[src/design/mesh_pkg.sv]
/*
  shared types for the 2x2 circuit-switched mesh
  nodes 0,1 bottom row and 2,3 top row; horizontal pairs 0-1, 2-3
  bursts hold 1 to 255 words, a length of zero is not supported
  path_table knows no self transfer, src must differ from dst
*/
package mesh_pkg;

    localparam int node_count = 4;
    localparam int data_width = 8;

    typedef logic [1:0] node_id_t;
    typedef logic [7:0] burst_len_t;

    // one word on a link
    typedef struct packed {
        logic                  valid;
        logic                  last;
        node_id_t              src;
        logic [data_width-1:0] data;
    } flit_t;

    localparam flit_t idle_flit = '0;

    // burst request from outside, word 0 carries first
    typedef struct packed {
        node_id_t              dst;
        burst_len_t            len;
        logic [data_width-1:0] first;
    } burst_req_t;

    // which router input drives an output
    typedef enum logic [1:0] {
        sel_none  = 2'd0,
        sel_local = 2'd1,
        sel_horiz = 2'd2,
        sel_vert  = 2'd3
    } port_sel_t;

    // select word of one router, one field per output
    typedef struct packed {
        port_sel_t horiz;
        port_sel_t vert;
        port_sel_t loc;
    } route_sel_t;

    // bits 0..3 horizontal links by sender, 4..7 vertical links 0-2, 2-0, 1-3, 3-1
    typedef logic [7:0] link_mask_t;

    typedef struct packed {
        link_mask_t       links;
        route_sel_t [3:0] routes;
    } path_t;

    function automatic port_sel_t dir_of(node_id_t a, node_id_t b);
        return ((a ^ b) == 2'd1) ? sel_horiz : sel_vert;
    endfunction

    function automatic int link_idx(node_id_t a, node_id_t b);
        if ((a ^ b) == 2'd1)
        begin
            return int'(a);
        end
        return 4 + int'({a[0], a[1]});
    endfunction

    // choice 0: direct hop, or via horizontal corner for diagonals
    // choice 1: three-hop detour, or via vertical corner for diagonals
    function automatic path_t path_table(node_id_t src, node_id_t dst, logic choice);
        node_id_t  hops [4];
        node_id_t  side;
        int        hop_n;
        port_sel_t in_sel;
        path_t     p;
        p      = '0;
        side   = ~(src ^ dst);
        in_sel = sel_local;
        hops[0] = src;
        hops[3] = dst;
        if ((src ^ dst) == 2'd3)
        begin
            hops[1] = choice ? (src ^ 2'd2) : (src ^ 2'd1);
            hops[2] = dst;
            hop_n   = 2;
        end
        else if (!choice)
        begin
            hops[1] = dst;
            hops[2] = dst;
            hop_n   = 1;
        end
        else
        begin
            // step off onto the other axis, cross, come back
            hops[1] = src ^ side;
            hops[2] = dst ^ side;
            hop_n   = 3;
        end
        for (int i = 0; i < 3; i++)
        begin
            if (i < hop_n)
            begin
                if (dir_of(hops[i], hops[i+1]) == sel_horiz)
                begin
                    p.routes[hops[i]].horiz = in_sel;
                end
                else
                begin
                    p.routes[hops[i]].vert = in_sel;
                end
                p.links[link_idx(hops[i], hops[i+1])] = 1'b1;
                // next router sees the word on the side it came from
                in_sel = dir_of(hops[i], hops[i+1]);
            end
        end
        p.routes[dst].loc = in_sel;
        return p;
    endfunction

endpackage

[src/design/burst_sink.sv]
/*
  consumer of one node: registers each delivered word to the outputs
  burst_done pulses with recv_last, carrying the sender of the burst
*/
module burst_sink (
    input  logic                                clock,
    input  logic                                reset,
    input  mesh_pkg::flit_t                     flit_in,
    output logic                                recv_valid,
    output logic                                recv_last,
    output mesh_pkg::node_id_t                  recv_src,
    output logic [mesh_pkg::data_width-1:0]     recv_data,
    output logic                                burst_done,
    output mesh_pkg::node_id_t                  done_src
);
    import mesh_pkg::*;

    flit_t word;

    always_ff @(posedge clock)
    begin
        if (reset)
        begin
            word <= idle_flit;
        end
        else
        begin
            word <= flit_in;
        end
    end

    assign recv_valid = word.valid;
    assign recv_last  = word.valid && word.last;
    assign recv_src   = word.src;
    assign recv_data  = word.data;

    // last word seen, the allocator may release the path
    assign burst_done = word.valid && word.last;
    assign done_src   = word.src;

endmodule

[src/design/burst_source.sv]
/*
  producer of one node: takes a burst request, asks for a path,
  then streams len words first, first+1, ... wrapping at 8 bits
  req must stay stable while req_valid is high; len must be nonzero
  flit_out is driven from state, words start the cycle after path_grant
*/
module burst_source #(
    parameter mesh_pkg::node_id_t node = '0
) (
    input  logic                 clock,
    input  logic                 reset,
    input  logic                 req_valid,
    output logic                 req_ready,
    input  mesh_pkg::burst_req_t req,
    output logic                 path_req,
    output mesh_pkg::node_id_t   path_dst,
    input  logic                 path_grant,
    output mesh_pkg::flit_t      flit_out
);
    import mesh_pkg::*;

    typedef enum logic [1:0] {
        st_idle,
        st_wait,
        st_send
    } state_t;

    state_t                state;
    node_id_t              dst;
    burst_len_t            remaining;
    logic [data_width-1:0] data;

    // idle -> wait for grant -> send len words -> idle
    always_ff @(posedge clock)
    begin
        if (reset)
        begin
            state <= st_idle;
        end
        else
        begin
            case (state)
                st_idle:
                begin
                    if (req_valid)
                    begin
                        state <= st_wait;
                    end
                end
                st_wait:
                begin
                    if (path_grant)
                    begin
                        state <= st_send;
                    end
                end
                default:
                begin
                    // last word is on flit_out this cycle
                    if (remaining == burst_len_t'(1))
                    begin
                        state <= st_idle;
                    end
                end
            endcase
        end
    end

    // request fields, word counter and running data value
    always_ff @(posedge clock)
    begin
        if (state == st_idle && req_valid)
        begin
            dst       <= req.dst;
            remaining <= req.len;
            data      <= req.first;
        end
        else if (state == st_send)
        begin
            remaining <= remaining - burst_len_t'(1);
            data      <= data + 1'b1;
        end
    end

    assign req_ready = (state == st_idle);
    assign path_req  = (state == st_wait);
    assign path_dst  = dst;

    always_comb
    begin
        flit_out.valid = (state == st_send);
        flit_out.last  = (state == st_send) && (remaining == burst_len_t'(1));
        flit_out.src   = node;
        flit_out.data  = data;
    end

endmodule

[src/design/mesh_router.sv]
/*
  router of one node: three registered outputs, each loading the
  input named by its select field, or an idle word when none
  one cycle per hop; no flow control, links are reserved ahead
*/
module mesh_router (
    input  logic                 clock,
    input  logic                 reset,
    input  mesh_pkg::route_sel_t sel,
    input  mesh_pkg::flit_t      in_local,
    input  mesh_pkg::flit_t      in_horiz,
    input  mesh_pkg::flit_t      in_vert,
    output mesh_pkg::flit_t      out_local,
    output mesh_pkg::flit_t      out_horiz,
    output mesh_pkg::flit_t      out_vert
);
    import mesh_pkg::*;

    // crossbar leg of one output
    function automatic flit_t pick(port_sel_t s, flit_t loc, flit_t hor, flit_t ver);
        case (s)
            sel_local: return loc;
            sel_horiz: return hor;
            sel_vert:  return ver;
            default:   return idle_flit;
        endcase
    endfunction

    always_ff @(posedge clock)
    begin
        if (reset)
        begin
            out_local <= idle_flit;
            out_horiz <= idle_flit;
            out_vert  <= idle_flit;
        end
        else
        begin
            // local output feeds the sink, the others the neighbor links
            out_local <= pick(sel.loc, in_local, in_horiz, in_vert);
            out_horiz <= pick(sel.horiz, in_local, in_horiz, in_vert);
            out_vert  <= pick(sel.vert, in_local, in_horiz, in_vert);
        end
    end

endmodule

[src/design/mesh_top.sv]
/*
  2x2 mesh: 2 - 3 on top, 0 - 1 at the bottom
  each node has a source, a router and a sink; one allocator reserves paths
  the mesh has no edge ports, all traffic stays between the four nodes
*/
module mesh_top (
    input  logic                                    clock,
    input  logic                                    reset,
    input  logic                                    block_all_paths,
    input  logic [3:0]                              req_valid,
    input  mesh_pkg::burst_req_t [3:0]              req,
    output logic [3:0]                              req_ready,
    output logic [3:0]                              recv_valid,
    output logic [3:0]                              recv_last,
    output mesh_pkg::node_id_t [3:0]                recv_src,
    output logic [3:0][mesh_pkg::data_width-1:0]    recv_data
);
    import mesh_pkg::*;

    logic [3:0]       path_req;
    node_id_t [3:0]   path_dst;
    logic [3:0]       path_grant;
    logic [3:0]       burst_done;
    node_id_t [3:0]   done_src;
    route_sel_t [3:0] route_sel;

    // router outputs by sender; a neighbor reads its partner's entry
    flit_t src_flit   [node_count];
    flit_t horiz_link [node_count];
    flit_t vert_link  [node_count];
    flit_t sink_flit  [node_count];

    path_allocator u_alloc (
        .clock           (clock),
        .reset           (reset),
        .block_all_paths (block_all_paths),
        .path_req        (path_req),
        .path_dst        (path_dst),
        .path_grant      (path_grant),
        .burst_done      (burst_done),
        .done_src        (done_src),
        .route_sel       (route_sel)
    );

    for (genvar i = 0; i < node_count; i++)
    begin : g_node
        burst_source #(
            .node (node_id_t'(i))
        ) u_source (
            .clock      (clock),
            .reset      (reset),
            .req_valid  (req_valid[i]),
            .req_ready  (req_ready[i]),
            .req        (req[i]),
            .path_req   (path_req[i]),
            .path_dst   (path_dst[i]),
            .path_grant (path_grant[i]),
            .flit_out   (src_flit[i])
        );

        // horizontal partner is i^1, vertical partner is i^2
        mesh_router u_router (
            .clock     (clock),
            .reset     (reset),
            .sel       (route_sel[i]),
            .in_local  (src_flit[i]),
            .in_horiz  (horiz_link[i ^ 1]),
            .in_vert   (vert_link[i ^ 2]),
            .out_local (sink_flit[i]),
            .out_horiz (horiz_link[i]),
            .out_vert  (vert_link[i])
        );

        burst_sink u_sink (
            .clock      (clock),
            .reset      (reset),
            .flit_in    (sink_flit[i]),
            .recv_valid (recv_valid[i]),
            .recv_last  (recv_last[i]),
            .recv_src   (recv_src[i]),
            .recv_data  (recv_data[i]),
            .burst_done (burst_done[i]),
            .done_src   (done_src[i])
        );
    end

endmodule

[src/design/path_allocator.sv]
/*
  central path allocator, one grant per cycle at most
  lowest node index first, choice 0 before choice 1
  a source holds one path until its sink reports the last word
  block_all_paths stops new grants only, frees still happen
*/
module path_allocator (
    input  logic                           clock,
    input  logic                           reset,
    input  logic                           block_all_paths,
    input  logic [3:0]                     path_req,
    input  mesh_pkg::node_id_t [3:0]       path_dst,
    output logic [3:0]                     path_grant,
    input  logic [3:0]                     burst_done,
    input  mesh_pkg::node_id_t [3:0]       done_src,
    output mesh_pkg::route_sel_t [3:0]     route_sel
);
    import mesh_pkg::*;

    link_mask_t       link_busy;
    logic [3:0][2:0]  out_busy;
    logic [3:0]       dst_busy;
    logic [3:0]       held_valid;
    path_t [3:0]      held;
    node_id_t [3:0]   held_dst;
    logic             grant_any;
    node_id_t         grant_idx;
    path_t            grant_path;
    link_mask_t       link_next;
    logic [3:0][2:0]  out_next;
    logic [3:0]       dst_next;
    logic [3:0]       held_next;
    route_sel_t [3:0] sel_next;

    // router outputs a path occupies, horiz/vert/local per router
    function automatic logic [3:0][2:0] out_use(path_t p);
        logic [3:0][2:0] u;
        for (int r = 0; r < node_count; r++)
        begin
            u[r] = {p.routes[r].horiz != sel_none, p.routes[r].vert != sel_none,
                    p.routes[r].loc != sel_none};
        end
        return u;
    endfunction

    // write or clear the fields a path uses
    function automatic route_sel_t merge_sel(route_sel_t cur, route_sel_t p, logic set);
        route_sel_t m;
        m = cur;
        if (p.horiz != sel_none) m.horiz = set ? p.horiz : sel_none;
        if (p.vert != sel_none) m.vert = set ? p.vert : sel_none;
        if (p.loc != sel_none) m.loc = set ? p.loc : sel_none;
        return m;
    endfunction

    // scan: first fitting request and choice wins
    always_comb
    begin
        path_t cand;
        grant_any  = 1'b0;
        grant_idx  = '0;
        grant_path = '0;
        for (int i = 0; i < node_count; i++)
        begin
            for (int c = 0; c < 2; c++)
            begin
                cand = path_table(node_id_t'(i), path_dst[i], c[0]);
                if (!grant_any && !block_all_paths && path_req[i] && !held_valid[i]
                    && !dst_busy[path_dst[i]] && ~|(cand.links & link_busy)
                    && ~|(out_use(cand) & out_busy))
                begin
                    grant_any  = 1'b1;
                    grant_idx  = node_id_t'(i);
                    grant_path = cand;
                end
            end
        end
    end

    // frees first, then the new grant; the two never overlap
    always_comb
    begin
        link_next = link_busy;
        out_next  = out_busy;
        dst_next  = dst_busy;
        held_next = held_valid;
        sel_next  = route_sel;
        for (int k = 0; k < node_count; k++)
        begin
            if (burst_done[k])
            begin
                link_next &= ~held[done_src[k]].links;
                out_next  &= ~out_use(held[done_src[k]]);
                dst_next[held_dst[done_src[k]]] = 1'b0;
                held_next[done_src[k]] = 1'b0;
                for (int r = 0; r < node_count; r++)
                begin
                    sel_next[r] = merge_sel(sel_next[r], held[done_src[k]].routes[r], 1'b0);
                end
            end
        end
        if (grant_any)
        begin
            link_next |= grant_path.links;
            out_next  |= out_use(grant_path);
            dst_next[path_dst[grant_idx]] = 1'b1;
            held_next[grant_idx] = 1'b1;
            for (int r = 0; r < node_count; r++)
            begin
                sel_next[r] = merge_sel(sel_next[r], grant_path.routes[r], 1'b1);
            end
        end
    end

    always_ff @(posedge clock)
    begin
        if (reset)
        begin
            link_busy  <= '0;
            out_busy   <= '0;
            dst_busy   <= '0;
            held_valid <= '0;
            route_sel  <= '0;
            path_grant <= '0;
        end
        else
        begin
            link_busy  <= link_next;
            out_busy   <= out_next;
            dst_busy   <= dst_next;
            held_valid <= held_next;
            route_sel  <= sel_next;
            // one-cycle pulse to the granted source
            path_grant <= grant_any ? (4'b0001 << grant_idx) : 4'b0000;
        end
    end

    // remember the held path so a free can undo it
    always_ff @(posedge clock)
    begin
        if (grant_any)
        begin
            held[grant_idx]     <= grant_path;
            held_dst[grant_idx] <= path_dst[grant_idx];
        end
    end

endmodule

[config.mk]
export PLATFORM = sky130hd
export DESIGN_NAME = mesh_top
export DESIGN_NICKNAME = d
export VERILOG_FILES = /design/src/design/mesh_pkg.sv /design/src/design/burst_sink.sv /design/src/design/burst_source.sv /design/src/design/mesh_router.sv /design/src/design/mesh_top.sv /design/src/design/path_allocator.sv
export SDC_FILE = /design/constraint.sdc
export NUM_CORES = 1
export LEC_CHECK = 0
export ABC_AREA = 0
export BUFFER_PORTS_ARGS = -buffer_cell sky130_fd_sc_hd__buf_2
export CORE_MARGIN = 2
export CORE_UTILIZATION = 45
export CTS_BUF_LIST = sky130_fd_sc_hd__clkbuf_4 sky130_fd_sc_hd__clkbuf_8 sky130_fd_sc_hd__clkbuf_16
export DETAILED_ROUTE_END_ITERATION = 10
export GPL_TIMING_DRIVEN = 1
export PLACE_DENSITY = 0.68
export SYNTH_ARGS = -nofsm -noshare
export SYNTH_HDL_FRONTEND = slang
export SYNTH_HIERARCHICAL = 1
export SYNTH_SLANG_ARGS = --single-unit
[constraint.sdc]
create_clock -name clock -period 6.1 [get_ports clock]
set_input_delay 0.61 -clock clock [delete_from_list [all_inputs] [get_ports clock]]
set_output_delay 0.61 -clock clock [all_outputs]
set_load 0.01 [all_outputs]
==> impl_metrics.toml, run 1 <==
[timing]
tightest_slew_ps = 1240
clock-skew-final_ps = 23.3
tns_ps = 0
rsz0062_at_grt = "false"
maxSlewHeadroom_pct = 17.0
fin_crit_sh_pct = 76.8
max_freq_mhz = 214
fin_crit_ps = 4680
setup_ws_ps = 1420
slew_violations = 0
final-hold-violation-count = 0
finalSetupViolCount = 0

[pwr]
p_comb_share_pct = 14.6
pwr_density_cell_mw_per_mm2 = 334
switching_power_uw = 2420
p_int_uw = 5940
peakVddDrop_v = 0.000176
pwr-share-seq_pct = 46.6
swShare_pct = 28.9
p_clk_share_pct = 38.8
p_leak_uw = 0.00855

[clock_tree]
numCtsBuffers = 50
cts_buffer_depth = 3
clkTransAtPathRegs_ps = 60
cts_resized = 0
cts_root_buf = "clkbuf_16"
cts_htree_levels = 2
post_cts_buffers = 0
clock_sinks = 464
cts_hold_buf = 0
cts_tree = "built"
clk_latency_ps = 610

[synthesis]
ys_types = 84
synth_edf_count = 208
syn_avg_cell_area_um2 = 10.7
syn-cell-area_mm2 = 0.0229
syn_inst = 2135
yosys_warnings = 6
ys_seq_area_share_pct = 49.8
async_flop_share_pct = 0
synth_flop_cell = "dfxtp_1"
ys_seq_elements = 464

[place]
io_buffers = 130
gp_congestion = 0.973
dp_hpwl_um = 49900
place_ws_ps = 1670

[critical_path]
path_class = "reg2reg"
worst-path-buf-inv = 1
cp_max_fo = 16
critPathArrivalTime_ps = 4970
path_delay_family = "simple AND/OR/NAND/NOR gates"
crit_path_end_kind = "flop"
cp_slowest_stage_delay_ps = 880
startpoint_type = "flop"
crit_required_ps = 6390
cp_cell_sequence = "mux4_2, or4b_1, nor3_1, nor2_1, inv_1, nor4_1, a32oi_1, nand2_1"
cp_slowest_cell = "a32oi_1"

[layout]
syn2layout_area_growth_pct = 9.43
regArea_mm2 = 0.0114
drive_gt1_share_pct = 17.5
multiInputGateArea_mm2 = 0.00977
fill_cells = 4445
nets = 2245
mostFrequentLayoutCells = "dfxtp_1, a21oi_1, edfxtp_1, a211oi_1, mux2i_1"
layout_commonest_cell = "dfxtp_1"

[status]
status = "complete, no violations"

[floorplan]
fp-row-count = 82
initial_core_util_pct = 45.5
core_mm2 = 0.0502
die_w_um = 229
dieArea_mm2 = 0.0526
ios = 131
dieHeight_um = 229

[drt]
ant_nets = 0
wl_per_cell_um = 24.7
route.detailed.drc = 0
drt_wl_total_um = 71000
viasPerCell = 6.20
dr.pass1.iters = 5
vias = 17800
drtIter0Drc = 1922

[grt]
grt_pass1_vias = 16600
grt_max_degree = 85
antenna_found_initial = 3
grtUsageTotal_pct = 26.3
grt_overflow = 0
grt_first_pass_wirelength_um = 105000

[min_path]
hp-class = "in2reg"

[flow_run]
drv_cap = 0
==> sequential cells by signal, summed over array words and instances (netlist names), 12 cells and up <==
| signal | count |
|---|---|
| g_node.u_router/out_local | 48 |
| g_node.u_router/out_horiz | 48 |
| u_alloc/held | 128 |
| g_node.u_sink/recv_data | 32 |
| g_node.u_source/data | 32 |
| u_alloc/out_busy | 12 |
| g_node.u_router/out_vert | 48 |
| g_node.u_source/remaining | 32 |
| u_alloc/route_sel | 24 |
==> cell type report <==
type,count,area share [%]
Clock inverter,39,1.82
Timing Repair Buffer,168,3.78
Inverter,73,1.10
Tap cell,672,3.36
Multi-Input combinational cell,1397,39.1
Clock buffer,55,5.34
Sequential cell,464,45.5
Antenna cell,4,0.0400
==> synthesized netlist by cell type, types with 7 or more instances <==
master	count	area share, %
xnor2_1	16	0.61
inv_1	68	1.1
a21oi_1	211	4.6
buf_4	76	2.5
buf_12	12	1.1
and2b_2	8	0.31
nor4_1	22	0.60
a221oi_1	7	0.27
nand2b_1	12	0.33
clkbuf_1	52	0.85
ha_1	12	0.66
xor2_1	8	0.31
nor3b_1	8	0.26
or3_1	15	0.41
buf_1	18	0.30
o2111ai_1	10	0.38
o211ai_1	17	0.56
a211oi_1	165	5.4
o22ai_1	12	0.33
o31ai_1	7	0.23
nor2b_4	8	0.48
dfxtp_1	256	22
and2_1	14	0.38
nor2b_2	32	1.2
edfxtp_1	208	27
nand4_1	18	0.49
mux4_2	37	3.6
buf_6	25	1.2
a31oi_1	33	0.90
nand2_1	117	1.9
or2_2	10	0.27
nor2_1	122	2.0
nand3b_1	18	0.59
o21ai_0	68	1.5
nand3_1	50	1.1
mux2i_1	147	6.4
or4_1	14	0.46
nor3_1	40	0.88
a22oi_1	8	0.26
or3b_2	8	0.31
buf_2	16	0.35
==> power by group through the flow <==
stage | Sequential (uW) | Combinational (uW) | Clock (uW)
floorplan | 3780 | 966 | 0
global placement | 3940 | 1180 | 0
detailed placement | 3950 | 1200 | 0
CTS | 3880 | 1200 | 3290
global route | 3920 | 1320 | 3410
finish | 3890 | 1220 | 3250
==> worst reg2reg max path, stage by stage, from the launching register on <==
cell and delay, ps:
edfxtp_1 670, mux4_2 580, or4b_1 630, nor3_1 600, nor2_1 400, inv_1 230, nor4_1 110, a32oi_1 880
nand2_1 270
==> cell families after synthesis <==
group | synth area share (%)
other cells | 0.0985
compound gates | 17.4
xor+xnor | 0.920
mux | 10.2
buf+inv | 7.57
flops | 49.8
simple gates | 13.4
fa+ha+maj | 0.657
==> path summary, 6_finish.rpt <==
path                                               start                                        to  slack, ps  cells past startpoint
min reg2reg  g_node[0].u_router/out_local[11]$_SDFF_PP0_    g_node[0].u_sink/recv_valid$_SDFF_PP0_        430                      1
min                                              req[71]  g_node[3].u_source/path_dst[1]$_DFFE_PP_        180                      1
max reg2reg     g_node[0].u_source/path_dst[0]$_DFFE_PP_                u_alloc/held[36]$_DFFE_PP_       1420                      8
max             g_node[0].u_source/path_dst[0]$_DFFE_PP_                u_alloc/held[36]$_DFFE_PP_       1420                      8
==> routing by layer <==
layer  track usage (%)  share of wire, %
met3              5.12               9.8
met4              7.57               2.6
met2              39.8                44
met5                 0                 0
met1              38.3                44
==> stage by stage <==
stage | util [%] | area, um2 | std cells | total power, uW | hold WS (ps)
6_report | 49.8 | 25000 | 2872 | 8360 | 184
4_1_cts | 49.8 | 25000 | 2868 | 8380 | 158
5_1_grt | 49.8 | 25000 | 2868 | 8660 | 173
2_1_floorplan | - | 22900 | 2137 | 4750 | 415
3_5_place_dp | 46.3 | 23200 | 2774 | 5140 | 422
3_3_place_gp | 46.3 | 23200 | 2774 | 5120 | 424
No activity file was read; power rests on OpenSTA's default activity.
==> inputs of run 2 (changes only) <==
==> constraint.sdc (replaced) <==
create_clock -name clock -period 4.7 [get_ports clock]
set_input_delay 0.47 -clock clock [delete_from_list [all_inputs] [get_ports clock]]
set_output_delay 0.47 -clock clock [all_outputs]
set_load 0.01 [all_outputs]
==> impl_metrics.toml, run 2 (synthesis gave the netlist of run 1 again) <==
[clock_tree]
clkTransAtPathRegs_ps = 60
cts_htree_levels = 2
cts_root_buf = "clkbuf_16"
clock_sinks = 464
cts_resized = 0
cts_hold_buf = 0
clk_latency_ps = 610
cts_tree = "built"
cts_buffer_depth = 3
numCtsBuffers = 49
post_cts_buffers = 0

[pwr]
pwr_density_cell_mw_per_mm2 = 437
p_leak_uw = 0.00867
peakVddDrop_v = 0.000337

[critical_path]
critPathArrivalTime_ps = 4320
reg2reg_to = "u_alloc/held[114]$_DFFE_PP_"
reg2reg_depth = 8
crit_required_ps = 4980
crit_path_end_kind = "flop"
startpoint_type = "flop"
r2r_setup_slack_ps = 660
r2r_start = "g_node[0].u_source/path_dst[1]$_DFFE_PP_"
path_class = "reg2reg"
crit_start = "g_node[0].u_source/path_dst[1]$_DFFE_PP_"
cp_max_fo = 12

[floorplan]
initial_core_util_pct = 45.5
dieArea_mm2 = 0.0526
ios = 131
dieHeight_um = 229
die_w_um = 229
core_mm2 = 0.0502
fp-row-count = 82

[place]
gp_congestion = 0.995
place_ws_ps = 795
io_buffers = 130
dp_hpwl_um = 50700

[timing]
tns_ps = 0
whs_ps = 47.8
maxSlewHeadroom_pct = 11.9
clock-skew-final_ps = 26.1
tightest_slew_ps = 1320
slew_violations = 0
setup_ws_ps = 658
rsz0062_at_grt = "false"
fin_crit_sh_pct = 86.0
final-hold-violation-count = 0
finalSetupViolCount = 0
fin_crit_ps = 4040
max_freq_mhz = 247

[status]
status = "complete, no violations"

[layout]
drive_gt1_share_pct = 18.1
fill_cells = 4448
regMostFlops = "u_alloc/held"
mostFrequentLayoutCells = "dfxtp_1, a21oi_1, edfxtp_1, a211oi_1, mux2i_1"
nets = 2262
largest_reg_flops = 128
syn2layout_area_growth_pct = 10.2
layout_commonest_cell = "dfxtp_1"

[drt]
route.detailed.drc = 0
dr.pass1.iters = 5
viasPerCell = 6.24
ant_nets = 0
vias = 18000
drtIter0Drc = 2071
wl_per_cell_um = 24.9
drt_wl_total_um = 72000

[min_path]
hold_depth = 1
hp-class = "in2reg"
min_to = "g_node[3].u_source/path_dst[1]$_DFFE_PP_"
hp-start = "req[71]"

[grt]
grt_max_degree = 96
grtUsageTotal_pct = 26.8
grt_overflow = 0
grt_pass1_vias = 17300
antenna_found_initial = 4
grt_first_pass_wirelength_um = 108000

[flow_run]
drv_cap = 0
-- run 2: how the worst max path moves through the flow --
stage / endpoint / slack, ps / depth (start not counted)
2_1_floorplan: u_alloc/held_dst[0]$_DFFE_PP_ / 360 / 8
3_3_place_gp: u_alloc/route_sel[15]$_SDFF_PP0_ / 880 / 8
3_5_place_dp: u_alloc/route_sel[15]$_SDFF_PP0_ / 800 / 8
4_1_cts: u_alloc/route_sel[15]$_SDFF_PP0_ / 750 / 8
5_1_grt: u_alloc/held[114]$_DFFE_PP_ / 510 / 8
6_report: u_alloc/held[114]$_DFFE_PP_ / 660 / 8
-- run 2: report_power, final --
group          leakage (uW)  internal, uW  switching, uW  total (uW)
clock network      0.000905          2590           1720        4310
logic               0.00373           624           1020        1650
registers           0.00404          4640            407        5050
-- run 2: stage by stage --
stage                     instance area, um2  utilization, %  instances  total power, uW
after floorplan                        22900               -       2137             6160
after global placement                 23300            46.5       2792             6680
after detailed placement               23300            46.5       2792             6720
after CTS                              25200            50.2       2884            11000
after global routing                   25200            50.2       2885            11400
final                                  25200            50.2       2887            11000
-- run 2: routing by layer --
metal / track usage (%) / wire length [um] / share of wire (%) / up-vias
li1: - / - / - / 8089
met1: 38.0 / 31100 / 43 / 8802
met2: 40.9 / 31500 / 44 / 973
met3: 5.42 / 6880 / 9.6 / 165
met4: 9.25 / 2530 / 3.5 / 0
met5: 0 / 0 / 0 / -
-- run 2: worst max-delay path: stages, from the launching register on --
cell      delay (ps)
edfxtp_1         650
mux4_2           400
or4b_1           620
nor3_1           570
nor2_1           150
inv_1            390
nor4_1           150
a32oi_1          540
nand2_1          260
-- run 2: area by class of cell --
| type | instances | area, um2 | area share, % |
|---|---|---|---|
| Sequential cell | 464 | 11400 | 45.1 |
| Antenna cell | 3 | 7.51 | 0.0298 |
| Timing Repair Buffer | 186 | 1090 | 4.34 |
| Clock inverter | 24 | 328 | 1.30 |
| Tap cell | 672 | 841 | 3.34 |
| Multi-Input combinational cell | 1397 | 9770 | 38.8 |
| Inverter | 73 | 274 | 1.09 |
| Clock buffer | 68 | 1500 | 5.96 |
==> inputs of run 3 (changes only) <==
--- a/config.mk
+++ b/config.mk
@@ -13,6 +13,7 @@
 export DETAILED_ROUTE_END_ITERATION = 10
 export GPL_TIMING_DRIVEN = 1
 export PLACE_DENSITY = 0.68
+export SKIP_LAST_GASP = 1
 export SYNTH_ARGS = -nofsm -noshare
 export SYNTH_HDL_FRONTEND = slang
 export SYNTH_HIERARCHICAL = 1
==> constraint.sdc (replaced) <==
create_clock -name clock -period 3.95 [get_ports clock]
set_input_delay 0.395 -clock clock [delete_from_list [all_inputs] [get_ports clock]]
set_output_delay 0.395 -clock clock [all_outputs]
set_load 0.01 [all_outputs]
==> impl_metrics.toml, run 3 (synthesis gave the netlist of run 1 again) <==
[grt]
grt_first_pass_wirelength_um = 107000
antenna_found_initial = 5
grt_pass1_vias = 17100
grt_max_degree = 109
grt_overflow = 0
grtUsageTotal_pct = 26.8

[place]
dp_hpwl_um = 51600
place_ws_ps = 355
io_buffers = 130
gp_congestion = 0.956

[floorplan]
dieArea_mm2 = 0.0526
ios = 131
core_mm2 = 0.0502
initial_core_util_pct = 45.5
fp-row-count = 82
die_w_um = 229
dieHeight_um = 229

[critical_path]
r2r_setup_slack_ps = 300
startpoint_type = "flop"
critPathArrivalTime_ps = 4120
cp_slowest_stage_delay_ps = 640
worst-path-buf-inv = 3
crit_path_end_kind = "flop"
cp_cell_sequence = "mux4_2, or4b_1, a2111oi_1, nor2_1, inv_1, buf_12, buf_4, o32ai_1, nand2_1, o21ai_0"
crit_required_ps = 4430
path_class = "reg2reg"
path_delay_family = "simple AND/OR/NAND/NOR gates"
cp_max_fo = 28
cp_slowest_cell = "or4b_1"

[pwr]
swShare_pct = 29.2
p_int_uw = 8890
peakVddDrop_v = 0.000289
p_leak_uw = 0.00874
pwr_density_cell_mw_per_mm2 = 497
switching_power_uw = 3670
p_clk_share_pct = 36.6
p_total_uw = 12600
p_comb_share_pct = 15.2
pwr-share-seq_pct = 48.2

[timing]
tightest_slew_ps = 1240
slew_violations = 0
rsz0062_at_grt = "false"
final-hold-violation-count = 0
clock-skew-final_ps = 38.3
fin_crit_sh_pct = 92.3
finalSetupViolCount = 0
tns_ps = 0
max_freq_mhz = 274
setup_ws_ps = 303
whs_ps = 28.3
fin_crit_ps = 3650
maxSlewHeadroom_pct = 17.5

[drt]
viasPerCell = 6.18
ant_nets = 0
drtIter0Drc = 2177
wl_per_cell_um = 24.6
route.detailed.drc = 0
vias = 18000
dr.pass1.iters = 6
drt_wl_total_um = 71900

[min_path]
hp-class = "in2reg"

[layout]
largest_reg_flops = 128
nets = 2297
mostFrequentLayoutCells = "dfxtp_1, a21oi_1, edfxtp_1, a211oi_1, mux2i_1"
layout_commonest_cell = "dfxtp_1"
drive_gt1_share_pct = 19.0
regMostFlops = "u_alloc/held"
final_util_pct = 50.3
syn2layout_area_growth_pct = 10.5

[clock_tree]
cts_htree_levels = 2
clk_latency_ps = 620
cts_tree = "built"
clkTransAtPathRegs_ps = 70
cts_root_buf = "clkbuf_16"
clock_sinks = 464
numCtsBuffers = 49
cts_resized = 0
cts_buffer_depth = 3

[status]
status = "complete, no violations"

[flow_run]
drv_cap = 0
-- run 3: changes by cell type in the layout (fill, tap and decap cells not counted), sizes merged --
cell / before / now
inv: 77 / 76
clkinv: 12 / 19
clkbuf: 68 / 66
dlygate4sd3: 0 / 6
clkinvlp: 2 / 3
bufinv: 6 / 1
buf: 186 / 215
diode: 3 / 1
-- run 3: power groups by stage --
stage          Combinational, uW  Clock (uW)  Sequential, uW
2_1_floorplan               1490           0            5840
3_3_place_gp                1840           0            6120
3_5_place_dp                1860           0            6130
4_1_cts                     1880        4660            6030
5_1_grt                     2060        4850            6100
6_report                    1910        4600            6060
-- run 3: area by class of cell --
cell class,instances,area [um2]
fillers,4452,24900
inverters,73,274
repair buffers,221,1370
well taps,672,841
diodes,1,2.50
multi-input cells,1397,9770
clock inverters,26,224
flip-flops and latches,464,11400
clock buffers,66,1400
-- run 3: per-layer routing --
metal | vias up | part of all wire, % | wire [um] | GRT usage (%)
met5 | - | 0.042 | 30 | 0
met4 | 4 | 2.9 | 2060 | 8.16
met3 | 133 | 10 | 7280 | 6.25
met2 | 964 | 43 | 31200 | 39.8
met1 | 8784 | 44 | 31300 | 38.7
li1 | 8147 | - | - | -
-- run 3: what timing repair did --
item                                    4_1_cts  5_1_grt
endpoints found under the setup margin        0        0
hold buffers                                  6        0
setup buffers                                 0        0
hold endpoints to repair                      6        0
-- run 3: final timing paths --
check,start,endpoint,cells past startpoint
max,g_node[0].u_source/path_dst[0]$_DFFE_PP_,u_alloc/route_sel[10]$_SDFF_PP0_,10
min,req[1],g_node[0].u_source/data[1]$_DFFE_PP_,3
max reg2reg,g_node[0].u_source/path_dst[0]$_DFFE_PP_,u_alloc/route_sel[10]$_SDFF_PP0_,10
min reg2reg,g_node[3].u_router/out_local[11]$_SDFF_PP0_,g_node[3].u_sink/recv_valid$_SDFF_PP0_,1
-- run 3: per-stage QoR --
stage / instance area, um2 / std cells
after floorplan: 22900 / 2137
after global placement: 23600 / 2821
after detailed placement: 23600 / 2821
after CTS: 25300 / 2919
after global routing: 25300 / 2920
final: 25300 / 2920
-- run 3: worst reg2reg max path, cell delays in order (launching register included) --
cell	delay, ps
edfxtp_1	380
mux4_2	540
or4b_1	640
a2111oi_1	440
nor2_1	230
inv_1	190
buf_12	230
buf_4	350
o32ai_1	230
nand2_1	190
o21ai_0	110
